--- src/design/mbxPkg.sv ---
// Memory buffer word constants, word mask and index types, cycle kind and sequencer state enums
package mbxPkg;

  ////////////////////////////////////////////////////////////////////////////
  // Buffer geometry
  ////////////////////////////////////////////////////////////////////////////

  // Words held in the memory buffer
  localparam int NumWords = 4;

  // Bits needed to address one buffer word
  localparam int WordIdxW = 2;

  // One bit per buffer word with bit 0 for word 0
  typedef logic [NumWords-1:0] wordMaskT;

  // Index of a single buffer word
  typedef logic [WordIdxW-1:0] wordIdxT;

  ////////////////////////////////////////////////////////////////////////////
  // Encodings
  ////////////////////////////////////////////////////////////////////////////

  // Kind of memory buffer cycle presented with the start strobe
  typedef enum logic [2:0] {
    kindIdle        = 3'd0,
    kindCoreRead    = 3'd1,
    kindOneWordRead = 3'd2,
    kindPageRefill  = 3'd3,
    kindChanWrite   = 3'd4,
    kindWriteback   = 3'd5
  } cycleKindT;

  // Cache to MB phase machine
  typedef enum logic [2:0] {
    seqIdle = 3'd0,
    seqT1   = 3'd1,
    seqT2   = 3'd2,
    seqT3   = 3'd3,
    seqT4   = 3'd4
  } seqStateT;

endpackage

--- src/design/mbWordIf.sv ---
// Interface for pending words, kind flags and word clear commands
`timescale 1ns/1ps

interface mbWordIf;
  import mbxPkg::*;

  // Tracker side
  wordMaskT pending;
  logic     isWriteback;
  logic     isWrite;

  // Arbiter side with a one-cycle clear strobe
  logic     clearEn;
  wordIdxT  clearWord;

  modport tracker (
    output pending,
    output isWriteback,
    output isWrite,
    input  clearEn,
    input  clearWord
  );

  modport arbiter (
    input  pending,
    input  isWriteback,
    input  isWrite,
    output clearEn,
    output clearWord
  );

  // Read-only view for the writeback phase machine
  modport sequencer (
    input  pending,
    input  isWriteback
  );

endinterface

--- src/design/mbxControl.sv ---
// MB word request control top level with tracker, writeback sequencer and request arbiter
`timescale 1ns/1ps

module mbxControl (
  input  logic              clk,
  input  logic              rst,
  input  logic              startCycle,
  input  mbxPkg::cycleKindT cycleKind,
  input  mbxPkg::wordIdxT   wordAddr,
  input  mbxPkg::wordMaskT  wordValid,
  input  mbxPkg::wordMaskT  wordNeeded,
  input  logic              ackPulse,
  input  logic              phaseChangeComing,
  output mbxPkg::wordMaskT  pendingWords,
  output mbxPkg::wordIdxT   sbusWord,
  output logic              memRdRq,
  output logic              memWrRq,
  output logic              cacheToMbDone
);

  // Word moved pulse and continuation level between sequencer and arbiter
  logic wordMoved;
  logic moreWords;

  mbWordIf words ();

  wordRequestTracker i_tracker (
    .clk        (clk),
    .rst        (rst),
    .startCycle (startCycle),
    .cycleKind  (cycleKind),
    .wordAddr   (wordAddr),
    .wordValid  (wordValid),
    .wordNeeded (wordNeeded),
    .words      (words.tracker)
  );

  writebackSequencer i_sequencer (
    .clk               (clk),
    .rst               (rst),
    .phaseChangeComing (phaseChangeComing),
    .moreWords         (moreWords),
    .words             (words.sequencer),
    .wordMoved         (wordMoved),
    .cacheToMbDone     (cacheToMbDone)
  );

  memRequestArbiter i_arbiter (
    .ackPulse  (ackPulse),
    .wordMoved (wordMoved),
    .words     (words.arbiter),
    .moreWords (moreWords),
    .sbusWord  (sbusWord),
    .memRdRq   (memRdRq),
    .memWrRq   (memWrRq)
  );

  assign pendingWords = words.pending;

endmodule

--- src/design/memRequestArbiter.sv ---
// Priority word select, memory read and write request levels and word clear control
`timescale 1ns/1ps

module memRequestArbiter (
  input  logic            ackPulse,
  input  logic            wordMoved,
  mbWordIf.arbiter        words,
  output logic            moreWords,
  output mbxPkg::wordIdxT sbusWord,
  output logic            memRdRq,
  output logic            memWrRq
);
  import mbxPkg::*;

  wordIdxT  selWord;
  wordMaskT selMask;
  logic     anyPending;

  ////////////////////////////////////////////////////////////////////////////
  // Priority encoder, word 0 first
  ////////////////////////////////////////////////////////////////////////////

  always_comb begin
    selWord = '0;
    // Scan downward so the lowest set index wins
    for (int i = NumWords - 1; i >= 0; i--) begin
      if (words.pending[i]) begin
        selWord = wordIdxT'(i);
      end
    end
  end

  assign selMask    = wordMaskT'(1) << selWord;
  assign anyPending = (words.pending != '0);
  assign moreWords  = ((words.pending & ~selMask) != '0);
  assign sbusWord   = selWord;

  ////////////////////////////////////////////////////////////////////////////
  // Request levels
  ////////////////////////////////////////////////////////////////////////////

  assign memRdRq = anyPending && !words.isWrite;

  // Writeback requests only while the sequencer is in T4
  assign memWrRq = words.isWrite &&
                   (words.isWriteback ? wordMoved : anyPending);

  // Clear source depends on the cycle kind
  // ackPulse is dropped in writeback and on an empty mask
  assign words.clearEn   = words.isWriteback ? wordMoved : (ackPulse && anyPending);
  assign words.clearWord = selWord;

endmodule

--- src/design/wordRequestTracker.sv ---
// Pending word mask register with cycle kind flags, loaded at start and cleared per word
`timescale 1ns/1ps

module wordRequestTracker (
  input  logic              clk,
  input  logic              rst,
  input  logic              startCycle,
  input  mbxPkg::cycleKindT cycleKind,
  input  mbxPkg::wordIdxT   wordAddr,
  input  mbxPkg::wordMaskT  wordValid,
  input  mbxPkg::wordMaskT  wordNeeded,
  mbWordIf.tracker          words
);
  import mbxPkg::*;

  wordMaskT pending;
  wordMaskT loadMask;
  wordMaskT clearMask;
  logic     isWrite;
  logic     isWriteback;
  logic     loadWrite;
  logic     loadWriteback;

  ////////////////////////////////////////////////////////////////////////////
  // Load decode
  ////////////////////////////////////////////////////////////////////////////

  always_comb begin
    loadMask      = '0;
    loadWrite     = 1'b0;
    loadWriteback = 1'b0;
    case (cycleKind)
      kindOneWordRead: loadMask = wordMaskT'(1) << wordAddr;
      // Only the words the cache does not already hold
      kindCoreRead,
      kindPageRefill:  loadMask = wordNeeded & ~wordValid;
      kindChanWrite: begin
        loadMask  = wordNeeded;
        loadWrite = 1'b1;
      end
      kindWriteback: begin
        loadMask      = wordNeeded;
        loadWrite     = 1'b1;
        loadWriteback = 1'b1;
      end
      default:         loadMask = '0;
    endcase
  end

  // Single word dropped by the arbiter
  assign clearMask = words.clearEn ? (wordMaskT'(1) << words.clearWord) : '0;

  ////////////////////////////////////////////////////////////////////////////
  // State
  ////////////////////////////////////////////////////////////////////////////

  always_ff @(posedge clk) begin
    if (rst) begin
      pending     <= '0;
      isWrite     <= 1'b0;
      isWriteback <= 1'b0;
    end else if (startCycle) begin
      // A new cycle wins over a clear in the same cycle
      pending     <= loadMask;
      isWrite     <= loadWrite;
      isWriteback <= loadWriteback;
    end else begin
      pending <= pending & ~clearMask;
    end
  end

  assign words.pending     = pending;
  assign words.isWrite     = isWrite;
  assign words.isWriteback = isWriteback;

endmodule

--- src/design/writebackSequencer.sv ---
// Cache to MB writeback phase machine T1 to T4 with word moved and done pulses
`timescale 1ns/1ps

module writebackSequencer (
  input  logic        clk,
  input  logic        rst,
  input  logic        phaseChangeComing,
  input  logic        moreWords,
  mbWordIf.sequencer  words,
  output logic        wordMoved,
  output logic        cacheToMbDone
);
  import mbxPkg::*;

  seqStateT state;
  seqStateT stateNext;
  logic     startWb;
  // Set in T4 when the word just moved was the last one
  logic     noContinue;

  assign startWb = words.isWriteback && (words.pending != '0);

  always_comb begin
    stateNext = state;
    case (state)
      seqIdle: begin
        if (startWb) begin
          stateNext = seqT1;
        end
      end
      seqT1: begin
        if (noContinue) begin
          stateNext = seqIdle;
        end else begin
          stateNext = seqT2;
        end
      end
      // Hold here until the memory phase is about to change
      seqT2: begin
        if (phaseChangeComing) begin
          stateNext = seqT3;
        end
      end
      seqT3:   stateNext = seqT4;
      seqT4:   stateNext = seqT1;
      default: stateNext = seqIdle;
    endcase
  end

  always_ff @(posedge clk) begin
    if (rst) begin
      state      <= seqIdle;
      noContinue <= 1'b0;
    end else begin
      state <= stateNext;
      if (state == seqIdle) begin
        noContinue <= 1'b0;
      end else if (state == seqT4) begin
        noContinue <= ~moreWords;
      end
    end
  end

  // One transfer per T4
  assign wordMoved     = (state == seqT4);
  assign cacheToMbDone = (state == seqT1) && noContinue;

endmodule

--- config.mk ---
export PLATFORM = sky130hd
export DESIGN_NAME = mbxControl
export DESIGN_NICKNAME = d
export VERILOG_FILES = /design/src/design/mbxPkg.sv /design/src/design/mbWordIf.sv /design/src/design/mbxControl.sv /design/src/design/memRequestArbiter.sv /design/src/design/wordRequestTracker.sv /design/src/design/writebackSequencer.sv
export SDC_FILE = /design/constraint.sdc
export NUM_CORES = 1
export LEC_CHECK = 0
export ABC_AREA = 1
export BUFFER_PORTS_ARGS = -buffer_cell sky130_fd_sc_hd__clkbuf_2
export CORE_MARGIN = 3
export CORE_UTILIZATION = 35
export CTS_CLUSTER_SIZE = 12
export DETAILED_ROUTE_END_ITERATION = 8
export SYNTH_ARGS = -nofsm -noshare
export SYNTH_HDL_FRONTEND = slang
export SYNTH_SLANG_ARGS = --single-unit
export TNS_END_PERCENT = 30
--- constraint.sdc ---
create_clock -name clk -period 0.9 [get_ports clk]
set_input_delay 0.135 -clock clk [delete_from_list [all_inputs] [get_ports clk]]
set_output_delay 0.135 -clock clk [all_outputs]
set_load 0.03 [all_outputs]
# Word-level counts from Yosys, hierarchy flattened
# Index checks and enable logic that the tools add are counted.
dict set report classes {
  n_bitwise 7
  n_shift 2
  n_reduce_logical 13
  order_cmp 0
  mul 0
  n_addsub 0
  n_eq_ne 11
  n_div 0
  muxes 15
}
# operator count
set ops {}
lappend ops {{$pmux 3 s5} 1}
lappend ops {{$and 4x4->4} 3}
lappend ops {{$eq 3x2->1 const B} 4}
lappend ops {{$not 4->4} 3}
lappend ops {{$pmux 4 s3} 1}
lappend ops {{$mux 2} 5}
lappend ops {{$eq 3x3->1 const B} 3}
lappend ops {{$mux 4} 2}
lappend ops {{$reduce_bool 4->1} 2}
lappend ops {{$shl 1x2->4 const A} 2}
lappend ops {{$eq 3x1->1 const B} 2}
lappend ops {{$mux 3} 2}
lappend ops {{$reduce_or 2->1} 3}
lappend ops {{$logic_and 1x1->1} 5}
lappend ops {{$mux 1} 4}
lappend ops {{$logic_not 3->1} 1}
lappend ops {{$ne 2x1->1 const B} 1}
lappend ops {{$ne 2x2->1 const B} 1}
lappend ops {{$reduce_and 2->1} 1}
lappend ops {{$logic_not 1->1} 1}
lappend ops {{$not 1->1} 1}
dict set report word_totals {
  n_memories 0
  mem_bits_rw 0
  reg_bits 10
  romBits 0
  in_bits 18
  out_inout_bits 9
  latch_bits 0
}

# Longest topological paths before layout
dict set report logic_depth {
  depth_word 9
  mapped_depth 8
  ltp_nobuf 8
}

# Cells and area by module
# A second synthesis with hierarchy kept.
dict set report unflattened {
  cells_unflattened 121
  hier_area_um2 725.7
}
# mod area_each_um2 n_inst cells_per_inst
set modules_own_cells {}
lappend modules_own_cells {wordRequestTracker 382.9 1 66}
lappend modules_own_cells {writebackSequencer 225.2 1 32}
lappend modules_own_cells {memRequestArbiter 117.6 1 23}

# Worst setup path before layout
# No wires, ideal clock.
dict set report synth_path {
  path_kind {reg2out}
  startpoint {register i_sequencer.state[0]}
  endpoint {output cacheToMbDone}
  required_ns 0.765
  path_buffers 0
  path_slack_ns -0.598
  arrival_ns 1.363
  stages_incl_launch_ff 3
  cell_sequence {dfxtp_1 -> inv_1 -> nor4_1}
}
dict set report synth_between {
  elab_chain_len 2
}
# item line_no
set synth_rtl {}
lappend synth_rtl {{start: declaration} writebackSequencer.sv:15} ;# seqStateT state;
lappend synth_rtl {{start signal: assignment} writebackSequencer.sv:52} ;# state <= seqIdle;
lappend synth_rtl {{start signal: assignment} writebackSequencer.sv:55} ;# state <= stateNext;
lappend synth_rtl {{$eq 3x1->1} writebackSequencer.sv:66} ;# assign cacheToMbDone = (state == seqT1) && noContinue;
lappend synth_rtl {{$logic_and 1x1->1} writebackSequencer.sv:66}
lappend synth_rtl {{end: declaration} mbxControl.sv:18} ;# output logic cacheToMbDone
# No other way between the ends.

# Final worst setup path
dict set report layout_path {
  startpoint {register i_sequencer.state[2]}
  endpoint {output cacheToMbDone}
}
# Same word-level chain as after synthesis.

==> reports/metrics.cfg <==
[pwr]
p_leak_nw = 0.5556
power.density_nw_per_um2 = 1224
total_power_mw = 1.530
ir_drop_mv = 0.6629

[clocking]
htree_levels = 1
cts_tree = done
numCtsBuffers = 3
insertion_delay_ns = 0.27
clk_path_buf_depth = 2
clk_pin_slew_ns = 0.07
numClockSinks = 10
cts_root_buffer = clkbuf_4

[detailed_routing]
drt_iter0_markers = 12
antenna_left = 0
viasPerCell = 4.742
firstDrtPassIters = 4
wl_per_cell_um = 11.30
vias = 844
drc = 0
wirelength_mm = 2.012

[synth]
synth.largest_area_cell = dfxtp_1
ys_warn_count = 0
ys_async_sr_fraction_pct = 0
ys_seq_area_share_pct = 29.09
syn-num-nets = 122
syn_inst = 104
synth.most_common_cell = nand2_1
ys_ff_latch = 10
syn_area_sq_um = 688.2
synth_edf_count = 0
netlist.area_leader.share_pct = 29.09
synth_area_per_cell_sq_um = 6.617
yosys-top-cells-count = nand2_1 (21), inv_1 (13), nor2_1 (13), dfxtp_1 (10), nand3_1 (5)
yosys.cell_types.count = 24
yosys_most_used_dff = dfxtp_1
synth_area_leaders = dfxtp_1 (29%), nand2_1 (11%), inv_1 (7.1%)

[global_routing]
grt_start_max_net_pins = 11
grt_pass1_vias = 779
grt_overflow = 0
grt_util_all_layers_pct = 16.48
antenna_found_initial = 0
grt_pass1_wl_mm = 3.243

[worst_hold_path]
hp-class = in2reg
whs_path_depth = 3

[placement]
dpl.hpwl_mm = 1.450
routabilityCongestion = 0.7950
place_area_sq_um = 1022
port_buffers = 26
dpl.cell_count = 169

[worst_setup_path]
worst-path-buf-inv = 2
cp_cell_sequence = buf_4, nor4_4, clkbuf_8
critical_path_arrival_ns = 1.21
regToRegSetupSlack_ns = -0.28
path_class = reg2out
max_stage_delay_ns = 0.33
path_max_fanout = 3
rr_worst_depth = 8
critPathCaptureType = primary output
cp_top_family = buffers and inverters
cp.required_ns = 0.76
cpMaxStageDelayCell = dfxtp_2
start_kind = flop
cp.depth = 3

[sta]
min_period_over_period_pct = 149.3
finalSetupTns_ns = -3.484
rsz0062_at_grt = true
finClkSkew_ns = 0.0008175
tightest_slew_ns = 0.2700
period_minus_slack_ns = 1.344
relSlewSlack_pct = 82.00
worst_slack_ns = -0.4440
setup_viol = 16
whs_ns = 0.1349
hold_viol = 0
maxSlewViolCount = 0
fmax_ghz = 0.7441

[floorplanning]
design.die.area_sq_um = 2534
die_y_um = 50.34
std_cell_rows = 15
initial_core_util_pct = 38.60
io_pins = 27
fp.dieW_um = 50.34
core_sq_um = 1783

[layout]
fin_area_sq_um = 1250
diodes = 0
drive_gt1_share_pct = 60.78
stdcell_count = 178
fin_nets = 172
synthToLayoutAreaGrowth_pct = 81.64

[run_status]
status = finished with violations
violations = negative setup slack

[run]
maxCapViolations = 0

==> stage by stage <==
step	utilization, %	setup WS, ns
finish	70.11	-0.4440
global placement	57.33	-0.1788
detailed placement	57.33	-0.1942
CTS	66.53	-0.4600
global route	70.11	-0.4903
floorplan	-	-0.1354
==> what timing repair did <==
item,CTS,global route
gates resized for setup,30,17
hold buffers,0,0
gates cloned,0,0
endpoints found under the setup margin,15,18
buffers inserted,2,3
pin swaps,7,3
==> layer usage <==
layer  vias up  part of all wire, %  GRT usage (%)
met1       378                   40          18.84
met2        20                   54          30.65
met3         3                  4.2          1.780
met5         -                    0              0
met4         0                  1.2          6.726
li1        443                    -              -
==> final timing paths <==
path	from	endpoint
setup / recovery	i_sequencer.state[2]	cacheToMbDone
hold / removal	phaseChangeComing	i_sequencer.state[0]
setup reg to reg	i_tracker.words.pending[2]	i_tracker.words.pending[2]
hold reg to reg	i_sequencer.state[0]	i_sequencer.state[1]
==> report_power, final <==
group / total (mW) / internal [mW] / switching (mW)
Combinational: 0.600 / 0.287 / 0.313
Clock: 0.427 / 0.246 / 0.181
Sequential: 0.503 / 0.471 / 0.0327
Total: 1.53 / 1.00 / 0.526
==> cell families (layout without fill, tap and decap cells) <==
group / after synthesis / in the layout / share of synthesized area [%]
flops: 10 / 10 / 29.09
buf+inv: 17 / 66 / 10.55
compound gates: 16 / 16 / 14.36
simple gates: 61 / 61 / 46.00
==> cell usage in the layout, fill, tap and decap left out, types with 4 or more instances in the layout <==
master    Yosys  final
nand2_1      21     18
clkbuf_2      0     17
buf_4         0     15
nor2_1       13     11
inv_2         2      6
inv_1        13      6
buf_6         1      6
nor2_4        2      5
a21oi_2       4      5
nand3_1       5      5
clkbuf_8      0      5
buf_8         0      5
nand2_4       1      4
nand4_1       4      4
nand3b_1      4      4
dfxtp_2       0      4
dfxtp_4       0      4
==> cell type report <==
type,instances,area (sq um)
fill,128,533.0
multi-input combinational,77,503.0
timing repair buffer,47,395.4
sequential,10,220.2
inverter,15,63.81
clock buffer,4,36.28
tap,25,31.28
==> worst register-to-register path: stages (launching register included) <==
cell and delay, ns:
dfxtp_4 0.37, nor2_4 0.15, nand2_4 0.08, buf_6 0.12, nand3_4 0.05, nand2_2 0.07, nand2_1 0.08, nand2_1 0.07
a21oi_2 0.11
==> registers in the layout, summed over array words and instances (netlist names) <==
register / cells
i_sequencer.noContinue: 1
i_sequencer.state: 3
i_tracker.words.isWrite: 1
i_tracker.words.isWriteback: 1
i_tracker.words.pending: 4
No activity file was read; power rests on OpenSTA's default activity.
